--- src/renkon_pool_pkg.sv ---
package renkon_pool_pkg;

  localparam int DWIDTH     = 16;               // signed feature pixel
  localparam int LWIDTH     = 8;                // sizes and position counters
  localparam int MAX_FEA    = 32;               // largest feature edge, sets the line buffer depth
  localparam int POOL_K     = 2;                // kernel edge
  localparam int D_POOLBUF  = 1;                // control stages matching the line buffer
  localparam int D_POOL     = 2;                // control stages matching the comparator tree
  localparam int BUF_AWIDTH = $clog2(MAX_FEA);  // line buffer address

  typedef logic signed [DWIDTH-1:0] pixel_t;

  // 2x2 window, index 0 is the upper-left pixel, then upper-right,
  // lower-left and lower-right
  typedef pixel_t [0:POOL_K*POOL_K-1] pool_window_t;

  typedef enum logic {
    S_WAIT,
    S_ACTIVE
  } ctrl_state_t;

  // one stage of the control delay line
  typedef struct packed {
    logic start;
    logic valid;
    logic stop;
  } ctrl_strobe_t;

endpackage

--- src/pool_ctrl_if.sv ---
// delayed frame strobes from the pooling controller to the max unit
interface pool_ctrl_if;

  logic start;  // first pooled pixel of a frame
  logic valid;  // pooled pixel present on the output
  logic stop;   // last pooled pixel of a frame
  logic oe;     // loads the output register, one cycle ahead of valid

  modport master (
    output start,
    output valid,
    output stop,
    output oe
  );

  modport slave (
    input start,
    input valid,
    input stop,
    input oe
  );

endinterface

--- src/renkon_ctrl_pool.sv ---
module renkon_ctrl_pool
  import renkon_pool_pkg::*;
(
  input  logic              clk,
  input  logic              xrst,
  input  logic              in_start,
  input  logic              in_valid,
  input  logic [LWIDTH-1:0] fea_size,
  input  logic [LWIDTH-1:0] pool_size,
  output logic              buf_clear,
  output logic [LWIDTH-1:0] w_fea_size,
  pool_ctrl_if.master       ctrl
);

  localparam int N_DLY = D_POOLBUF + D_POOL;

  ctrl_state_t       state;
  logic [LWIDTH-1:0] fea_size_r;
  logic [LWIDTH-1:0] pool_size_r;
  logic [LWIDTH-1:0] pos_x;
  logic [LWIDTH-1:0] pos_y;
  logic [LWIDTH-1:0] phase_x;
  logic [LWIDTH-1:0] phase_y;
  logic              take;
  logic              row_end;
  logic              col_end;
  ctrl_strobe_t      first;
  ctrl_strobe_t      dly [N_DLY];

  assign w_fea_size = fea_size_r;

  // a frame stays active until its stop strobe leaves the max unit
  always_ff @(posedge clk) begin
    if (!xrst) begin
      state <= S_WAIT;
    end else begin
      case (state)
        S_WAIT:   if (in_start) state <= S_ACTIVE;
        S_ACTIVE: if (dly[N_DLY-1].stop) state <= S_WAIT;
        default:  state <= S_WAIT;
      endcase
    end
  end

  always_ff @(posedge clk) begin
    if (!xrst) begin
      fea_size_r  <= '0;
      pool_size_r <= '0;
      buf_clear   <= 1'b0;
    end else begin
      buf_clear <= in_start && state == S_WAIT;  // line buffer restarts its column pointer
      if (in_start && state == S_WAIT) begin
        fea_size_r  <= fea_size;
        pool_size_r <= pool_size;
      end
    end
  end

  assign take    = state == S_ACTIVE && in_valid;
  assign row_end = pos_x == fea_size_r - 1'b1;
  assign col_end = pos_y == fea_size_r - 1'b1;

  // position and stride phase of the pixel presented in this cycle
  always_ff @(posedge clk) begin
    if (!xrst || state == S_WAIT) begin
      pos_x   <= '0;
      pos_y   <= '0;
      phase_x <= '0;
      phase_y <= '0;
    end else if (take) begin
      pos_x   <= row_end ? '0 : pos_x + 1'b1;
      phase_x <= (phase_x == pool_size_r - 1'b1) ? '0 : phase_x + 1'b1;
      if (row_end) begin
        pos_y   <= col_end ? '0 : pos_y + 1'b1;
        phase_y <= (phase_y == pool_size_r - 1'b1) ? '0 : phase_y + 1'b1;
      end
    end
  end

  // a window completes on a stride boundary once a full row and column are in
  always_comb begin
    first.valid = take && pos_x != '0 && pos_y != '0
                  && phase_x == pool_size_r - 1'b1
                  && phase_y == pool_size_r - 1'b1;
    first.start = first.valid && pos_x == LWIDTH'(1) && pos_y == LWIDTH'(1);
    first.stop  = first.valid && row_end && col_end;
  end

  // stage D_POOLBUF-1 lines up with the window, the last one with out_pixel
  always_ff @(posedge clk) begin
    if (!xrst) begin
      for (int i = 0; i < N_DLY; i++) begin
        dly[i] <= '0;
      end
    end else begin
      dly[0] <= first;
      for (int i = 1; i < N_DLY; i++) begin
        dly[i] <= dly[i-1];
      end
    end
  end

  assign ctrl.start = dly[N_DLY-1].start;
  assign ctrl.valid = dly[N_DLY-1].valid;
  assign ctrl.stop  = dly[N_DLY-1].stop;
  assign ctrl.oe    = dly[N_DLY-2].valid;  // output register loads one cycle early

  a_pool_size: assert property (
    @(posedge clk) disable iff (!xrst)
    (in_start && state == S_WAIT) |-> (pool_size == LWIDTH'(1) || pool_size == LWIDTH'(2))
  );

  // a new frame may only start once the previous stop has drained
  a_start_idle: assert property (
    @(posedge clk) disable iff (!xrst)
    state == S_ACTIVE |-> !in_start
  );

endmodule

--- src/renkon_pool_buf.sv ---
module renkon_pool_buf
  import renkon_pool_pkg::*;
(
  input  logic                     clk,
  input  logic                     xrst,
  input  logic                     buf_clear,
  input  logic                     in_valid,
  input  logic signed [DWIDTH-1:0] in_pixel,
  input  logic [LWIDTH-1:0]        w_fea_size,
  output pool_window_t             win
);

  pixel_t                line_mem [MAX_FEA];  // previous row, one entry per column
  logic [LWIDTH-1:0]     col_ptr;
  logic [LWIDTH-1:0]     col;
  logic [BUF_AWIDTH-1:0] addr;
  pixel_t                above;       // pixel of the row above, same column
  pixel_t                prev_above;  // row above, previous column
  pixel_t                prev_cur;    // current row, previous column

  // the clear pulse may coincide with the first pixel of a frame
  assign col   = buf_clear ? '0 : col_ptr;
  assign addr  = col[BUF_AWIDTH-1:0];
  assign above = line_mem[addr];

  always_ff @(posedge clk) begin
    if (!xrst) begin
      col_ptr <= '0;
    end else if (in_valid) begin
      col_ptr <= (col == w_fea_size - 1'b1) ? '0 : col + 1'b1;
    end else if (buf_clear) begin
      col_ptr <= '0;
    end
  end

  // the old entry is read before the new pixel replaces it
  always_ff @(posedge clk) begin
    if (in_valid) begin
      line_mem[addr] <= in_pixel;
      prev_above     <= above;
      prev_cur       <= in_pixel;
      win            <= {prev_above, above, prev_cur, in_pixel};
    end
  end

  a_fea_depth: assert property (
    @(posedge clk) disable iff (!xrst)
    w_fea_size <= LWIDTH'(MAX_FEA)
  );

endmodule

--- src/renkon_pool_max.sv ---
module renkon_pool_max
  import renkon_pool_pkg::*;
(
  input  logic                     clk,
  input  logic                     xrst,
  input  pool_window_t             win,
  pool_ctrl_if.slave               ctrl,
  output logic                     out_start,
  output logic                     out_valid,
  output logic                     out_stop,
  output logic signed [DWIDTH-1:0] out_pixel
);

  pixel_t max_top;  // larger of the upper pair
  pixel_t max_bot;  // larger of the lower pair

  function automatic pixel_t max2(input pixel_t a, input pixel_t b);
    return (a > b) ? a : b;
  endfunction

  // first level of the tree follows the window every cycle
  always_ff @(posedge clk) begin
    max_top <= max2(win[0], win[1]);
    max_bot <= max2(win[2], win[3]);
  end

  // second level only updates for a pooled position, so the value holds between outputs
  always_ff @(posedge clk) begin
    if (ctrl.oe) begin
      out_pixel <= max2(max_top, max_bot);
    end
  end

  assign out_start = ctrl.start;
  assign out_valid = ctrl.valid;
  assign out_stop  = ctrl.stop;

  a_stop_valid: assert property (
    @(posedge clk) disable iff (!xrst)
    out_stop |-> out_valid
  );

endmodule

--- src/renkon_pool.sv ---
module renkon_pool
  import renkon_pool_pkg::*;
(
  input  logic                     clk,
  input  logic                     xrst,
  input  logic                     in_start,
  input  logic                     in_valid,
  input  logic signed [DWIDTH-1:0] in_pixel,
  input  logic [LWIDTH-1:0]        fea_size,
  input  logic [LWIDTH-1:0]        pool_size,
  output logic                     out_start,
  output logic                     out_valid,
  output logic                     out_stop,
  output logic signed [DWIDTH-1:0] out_pixel
);

  logic              buf_clear;
  logic [LWIDTH-1:0] w_fea_size;
  pool_window_t      win;

  pool_ctrl_if pool_ctrl ();

  // counts positions and times the strobes
  renkon_ctrl_pool ctrl_pool (
    .clk        (clk),
    .xrst       (xrst),
    .in_start   (in_start),
    .in_valid   (in_valid),
    .fea_size   (fea_size),
    .pool_size  (pool_size),
    .buf_clear  (buf_clear),
    .w_fea_size (w_fea_size),
    .ctrl       (pool_ctrl.master)
  );

  renkon_pool_buf pool_buf (
    .clk        (clk),
    .xrst       (xrst),
    .buf_clear  (buf_clear),
    .in_valid   (in_valid),
    .in_pixel   (in_pixel),
    .w_fea_size (w_fea_size),
    .win        (win)
  );

  renkon_pool_max pool_max (
    .clk        (clk),
    .xrst       (xrst),
    .win        (win),
    .ctrl       (pool_ctrl.slave),
    .out_start  (out_start),
    .out_valid  (out_valid),
    .out_stop   (out_stop),
    .out_pixel  (out_pixel)
  );

endmodule

--- config.mk ---
export PLATFORM = sky130hd
export DESIGN_NAME = renkon_pool
export DESIGN_NICKNAME = d
export VERILOG_FILES = /design/src/renkon_pool_pkg.sv /design/src/pool_ctrl_if.sv /design/src/renkon_ctrl_pool.sv /design/src/renkon_pool_buf.sv /design/src/renkon_pool_max.sv /design/src/renkon_pool.sv
export SDC_FILE = /design/constraint.sdc
export NUM_CORES = 1
export LEC_CHECK = 0
export BUFFER_PORTS_ARGS = -buffer_cell sky130_fd_sc_hd__buf_2
export CAP_MARGIN = 10
export CORE_MARGIN = 4
export CORE_UTILIZATION = 31
export DETAILED_ROUTE_END_ITERATION = 12
export SYNTH_ARGS = -nofsm -noshare
export SYNTH_HDL_FRONTEND = slang
export SYNTH_SLANG_ARGS = --single-unit
--- constraint.sdc ---
create_clock -name clk -period 5 [get_ports clk]
set_input_delay 0.5 -clock clk [delete_from_list [all_inputs] [get_ports clk]]
set_output_delay 0.5 -clock clk [all_outputs]
set_load 0.02 [all_outputs]
==> impl_metrics.env, run 1 <==
export IMPL_die_x_um=316
export IMPL_hold_class="input port to flip-flop"
export IMPL_htree_levels=3
export IMPL_netlist_top_cells_area="edfxtp_1, dfxtp_1, nand2_1, ha_1, mux2i_1"
export IMPL_async_reset_ff_frac=0
export IMPL_synth_most_common_cell="edfxtp_1"
export IMPL_netlist_top_cells_count="edfxtp_1, nand2_1, nand3_1"
export IMPL_netlist_area_leader_share=0.605
export IMPL_seq_area_frac_synth=0.673
export IMPL_grt_pass1_vias=18500
export IMPL_period_share=0.760
export IMPL_synth_warnings=0
export IMPL_cts_sinks=691
export IMPL_fp_dieArea_um2=99800
export IMPL_top_layer="met4"
export IMPL_grt_max_degree=187
export IMPL_synthCells=2272
export IMPL_synthSimpleGateAreaFrac=0.127
export IMPL_crit_type="flip-flop to flip-flop"
export IMPL_wl_per_cell_um=21.5
export IMPL_insertion_delay_ns=0.62
export IMPL_vias_per_cell=5.22
export IMPL_worstMarginPinSlew_ns=1.26
export IMPL_rsz0062_at_grt="no"
export IMPL_avgSynthCellArea_um2=12.9
export IMPL_grt_usage=0.154
export IMPL_pin_count=55
export IMPL_layout_nets=2419
export IMPL_muxShareOfSynthArea=0.0387
export IMPL_syn_num_nets=2370
export IMPL_syn_cell_area_um2=29400
export IMPL_postLayoutCoreUtil=0.359
export IMPL_synth_xor_area_frac=0.0219
export IMPL_synthFlopType="edfxtp_1"
export IMPL_finClkSkew_ns=0.0184
export IMPL_period_minus_slack_ns=3.80
export IMPL_finalWirelength_um=78000
export IMPL_cts_resized_gates=0
export IMPL_critPathArrivalTime_ns=4.29
export IMPL_antenna_violating_nets_post_route=0
export IMPL_dp_hpwl_um=48400
export IMPL_final_layout_size_suffix_gt1_frac=0.117
export IMPL_place_congestion=0.858
export IMPL_ys_ff_latch=691
export IMPL_numPortBuffers=54
export IMPL_cts_made_buffers=74
export IMPL_drt_iter0_markers=1831
export IMPL_setup_worst_path_end_class="flip-flop"
export IMPL_met3_length_um=5930
export IMPL_slew_limit_headroom=0.153
export IMPL_finalSetupViolCount=0
export IMPL_cp_max_fo=22
export IMPL_powerDensity_nw_per_um2=392
export IMPL_clock_path_buffers=3
export IMPL_synth_enable_flop_cells=592
export IMPL_p_leak_uw=0.0115
export IMPL_maxCapViolations=0
export IMPL_wl_met1_um=33900
export IMPL_first_pass_iters=5
export IMPL_start_kind="flip-flop"
export IMPL_core_area_um2=93600
export IMPL_maxSlewViolCount=0
export IMPL_hold_violations=0
export IMPL_die_h_um=316
export IMPL_synthAdderAreaFrac=0.0264
export IMPL_synth_top_family_by_area="simple AND/OR/NAND/NOR gates"
export IMPL_overflow=0
export IMPL_initial_utilization=0.314
export IMPL_synth_compound_area_frac=0.0863
export IMPL_status="complete, no violations"
export IMPL_drcViolationCount=0
export IMPL_antenna_found_initial=2
export IMPL_num_vias=19000
export IMPL_yosysTopAreaCell="edfxtp_1"
export IMPL_ir_worst_vdd_mv=0.247
export IMPL_placementRows=112
export IMPL_fin_setup_tns_ns=0
export IMPL_worstPathRequired_ns=5.49
export IMPL_fmax_ghz=0.263
export IMPL_clk_pin_slew_ns=0.06
export IMPL_syn_to_final_growth_pct=14.5
export IMPL_cts_root_buf="clkbuf_16"
export IMPL_ys_types=73
export IMPL_cts_tree="done"
export IMPL_grt_pass1_wl_um=117000
export IMPL_cts_setup_buffers=0
export IMPL_wl_met2_um=35500
export IMPL_ctsHoldBuffers=0
## power breakdown
| group | switching, µW | internal (µW) | leakage [µW] | total, µW |
|---|---|---|---|---|
| combinational | 718 | 457 | 0.00411 | 1180 |
| clock | 2210 | 3230 | 0.00118 | 5440 |
| sequential | 136 | 6420 | 0.00620 | 6560 |
| total | 3070 | 10100 | 0.0115 | 13200 |
## worst paths after layout
path,from,slack (ns),to,cells past startpoint
hold reg to reg,ctrl_pool.dly[0][5],0.43,ctrl_pool.dly[0][8],1
hold / removal,pool_size[4],0.14,ctrl_pool.pool_size_r[4],3
setup reg to reg,pool_buf.win[47],1.20,pool_max.max_top[11],8
setup / recovery,pool_buf.win[47],1.20,pool_max.max_top[11],8
## metal layers
layer,vias up,global-route usage
met4,0,0.0543
met3,132,0.0278
met2,793,0.244
li1,8582,-
met1,9464,0.214
met5,-,0
## stage by stage
stage / std cells / hold slack (ns) / worst slack [ns] / total power, µW / instance area (µm²)
final: 3635 / 0.143 / 1.20 / 13200 / 33600
after global routing: 3633 / 0.133 / 0.962 / 13600 / 33600
after CTS: 3633 / 0.115 / 1.26 / 13300 / 33600
after detailed placement: 3499 / 0.424 / 1.28 / 7850 / 31200
after global placement: 3495 / 0.417 / 1.40 / 7810 / 31200
after floorplan: 2272 / 0.412 / 1.51 / 7400 / 29400
## worst max-delay path, cell delays in order (launching register included)
cell	delay, ns
edfxtp_1	0.44
inv_1	0.07
ha_1	0.73
nand4_1	0.29
nor3_1	0.48
a2111o_1	0.62
o21ai_0	0.40
buf_4	0.30
a221o_1	0.35
## cell type report
| cell class | count | area, µm² |
|---|---|---|
| Clock inverter | 31 | 338 |
| Tap cell | 1254 | 1570 |
| Inverter | 68 | 258 |
| Fill cell | 8987 | 60000 |
| Clock buffer | 103 | 2080 |
| Timing Repair Buffer | 109 | 733 |
| Antenna cell | 2 | 5.00 |
| Multi-Input combinational cell | 1377 | 8890 |
| Sequential cell | 691 | 19800 |
## flip-flops by register name (all words and copies together), names as in the netlist
register               count
ctrl_pool.state            1
ctrl_pool.pos_x            8
pool_buf.col_ptr           8
pool_buf.line_mem        512
pool_max.out_pixel        16
pool_max.max_bot          16
ctrl_pool.buf_clear        1
ctrl_pool.w_fea_size       8
ctrl_pool.pool_size_r      8
pool_buf.win              64
ctrl_pool.phase_y          8
pool_max.max_top          16
ctrl_pool.phase_x          8
ctrl_pool.dly              9
ctrl_pool.pos_y            8
## placed cells by master (no fill, tap or decap), types with 13 or more instances in the layout
cell	n
edfxtp_1	592
nand2_1	387
nand3_1	104
dfxtp_1	98
nor2_1	87
clkbuf_16	79
nor2b_1	72
inv_1	65
mux2i_1	64
a31oi_1	63
ha_1	62
a211oi_1	61
a21oi_1	54
buf_2	53
buf_4	50
nand4_1	36
mux2_2	36
a311oi_1	32
xnor2_1	31
a32oi_1	30
o21ai_0	25
clkbuf_1	23
xor2_1	20
a21boi_0	19
a221o_1	15
a21o_1	14
nand2b_1	14
nor3_1	13
## cells by family (layout without fill, tap and decap cells)
kind of cell	Yosys count	count (layout)
xor+xnor	60	60
simple gates	796	796
mux	104	104
compound gates	355	355
fa+ha+maj	62	62
other cells	0	2
flops	691	691
buf+inv	204	311
Power figures use the tool's default switching activity.
==> inputs of run 2 (changes only) <==
clock period = 3.37 ns   (was 5 ns; I/O delays follow)
==> impl_metrics.env, run 2 (synthesis results as in run 1) <==
export IMPL_mostFrequentLayoutCells="edfxtp_1, nand2_1, nand3_1"
export IMPL_top_usage_layer="met2"
export IMPL_overflow=0
export IMPL_hold_violations=0
export IMPL_multi_input_area_um2=8880
export IMPL_setup_worst_path_end_class="flip-flop"
export IMPL_largest_reg_flops=512
export IMPL_grt_pass1_vias=18900
export IMPL_crit_type="flip-flop to flip-flop"
export IMPL_crit_family="simple AND/OR/NAND/NOR gates"
export IMPL_reg_top3="pool_buf.line_mem: 512 flops, pool_buf.win: 64 flops"
export IMPL_finalWirelength_um=75200
export IMPL_maxSlewViolCount=0
export IMPL_fmax_ghz=0.323
export IMPL_antenna_violating_nets_post_route=0
export IMPL_fin_setup_tns_ns=0
export IMPL_syn_to_final_growth_pct=16.2
export IMPL_worstPathRequired_ns=3.89
export IMPL_dp_hpwl_um=47500
export IMPL_htree_levels=3
export IMPL_fill_cells=8985
export IMPL_clock_path_buffers=3
export IMPL_cts_tree="done"
export IMPL_period_share=0.918
export IMPL_rr_worst_depth=10
export IMPL_core_area_um2=93600
export IMPL_hold_class="input port to flip-flop"
export IMPL_ctsHoldBuffers=13
export IMPL_num_vias=18800
export IMPL_min_path_cells=3
export IMPL_cts_resized_gates=0
export IMPL_die_h_um=316
export IMPL_top_register="pool_buf.line_mem"
export IMPL_pre_cts_ws_ns=0.298
export IMPL_finClkSkew_ns=0.0227
export IMPL_use_met1=0.199
export IMPL_placementRows=112
export IMPL_ir_worst_vdd_mv=0.362
export IMPL_slew_limit_headroom=0.420
export IMPL_rsz0062_at_grt="no"
export IMPL_powerDensity_nw_per_um2=570
export IMPL_clk_pin_slew_ns=0.05
export IMPL_critical_path_max_stage_delay_ns=0.64
export IMPL_critPathArrivalTime_ns=3.62
export IMPL_cp_cell_sequence="inv_1, ha_1, buf_4, o21ba_2, a221oi_1, a21oi_1, nor4b_2, nand3_1, or4b_2, a21oi_1"
export IMPL_grt_pass1_wl_um=115000
export IMPL_fin_ws_ns=0.275
export IMPL_grt_max_degree=113
export IMPL_use_met3=0.0324
export IMPL_drt_iter0_markers=1654
export IMPL_finalSetupViolCount=0
export IMPL_layout_nets=2472
export IMPL_seq_area_um2=19800
export IMPL_vias_per_cell=5.09
export IMPL_antenna_found_initial=1
export IMPL_grt_usage=0.150
export IMPL_numPortBuffers=54
export IMPL_wl_per_cell_um=20.4
export IMPL_cts_sinks=691
export IMPL_cpMostUsedCell="a21oi_1"
export IMPL_worst_path_buf_inv=2
export IMPL_mostFrequentLayoutCell="edfxtp_1"
export IMPL_cp_num_cells=10
export IMPL_insertion_delay_ns=0.62
export IMPL_drcViolationCount=0
export IMPL_p_leak_uw=0.0117
export IMPL_place_congestion=0.857
export IMPL_period_minus_slack_ns=3.10
export IMPL_first_pass_iters=6
export IMPL_fp_dieArea_um2=99800
export IMPL_slowest_stage="or4b_2"
export IMPL_die_x_um=316
export IMPL_final_layout_size_suffix_gt1_frac=0.128
export IMPL_met2_usage=0.248
export IMPL_maxCapViolations=0
export IMPL_cp_max_fo=6
export IMPL_cts_setup_buffers=0
export IMPL_status="complete, no violations"
export IMPL_worstMarginPinSlew_ns=0.870
export IMPL_cts_root_buf="clkbuf_16"
export IMPL_cts_made_buffers=76
export IMPL_initial_utilization=0.314
export IMPL_start_kind="flip-flop"
export IMPL_pin_count=55
run 2: area by class of cell:
class,instances,area share
antenna,1,0.0000733
clock buffer,104,0.0603
clock inverter,31,0.00978
inverter,68,0.00755
multi-input combinational,1377,0.260
sequential,691,0.579
tap,1254,0.0460
timing repair buffer,160,0.0374
run 2: worst register-to-register path, stage by stage, from the launching register on:
cell and delay [ns]:
dfxtp_1 0.40, inv_1 0.08, ha_1 0.27, buf_4 0.18, o21ba_2 0.19, a221oi_1 0.28, a21oi_1 0.08, nor4b_2 0.44
nand3_1 0.25, or4b_2 0.65, a21oi_1 0.18
run 2: path summary, 6_finish.rpt:
kind                           start                      end  slack [ns]
max reg2reg  ctrl_pool.w_fea_size[0]     ctrl_pool.phase_y[3]        0.27
min                      fea_size[1]  ctrl_pool.w_fea_size[1]        0.03
min reg2reg      ctrl_pool.dly[0][3]      ctrl_pool.dly[0][6]        0.42
max          ctrl_pool.w_fea_size[0]     ctrl_pool.phase_y[3]        0.27
run 2: where the power goes:
| group | internal [µW] | total (µW) | switching, µW | leakage [µW] |
|---|---|---|---|---|
| logic | 726 | 1770 | 1050 | 0.00438 |
| registers | 9520 | 9710 | 183 | 0.00620 |
| clock network | 4620 | 7980 | 3360 | 0.00114 |
run 2: stage by stage:
stage / hold WS [ns] / total power (µW) / std cells / util / cell area [µm²]
6_report: 0.0264 / 19500 / 3686 / 0.365 / 34100
5_1_grt: 0.0328 / 20200 / 3685 / 0.365 / 34100
4_1_cts: 0.00925 / 19700 / 3685 / 0.365 / 34100
3_5_place_dp: 0.423 / 11700 / 3537 / 0.338 / 31600
3_3_place_gp: 0.421 / 11600 / 3537 / 0.338 / 31600
2_1_floorplan: 0.412 / 11000 / 2272 / - / 29400
run 2: layer usage:
| metal | wire [µm] | part of all wire |
|---|---|---|
| met1 | 32300 | 0.43 |
| met4 | 1770 | 0.024 |
| met2 | 35800 | 0.48 |
| met3 | 5350 | 0.071 |
| met5 | 0 | 0 |
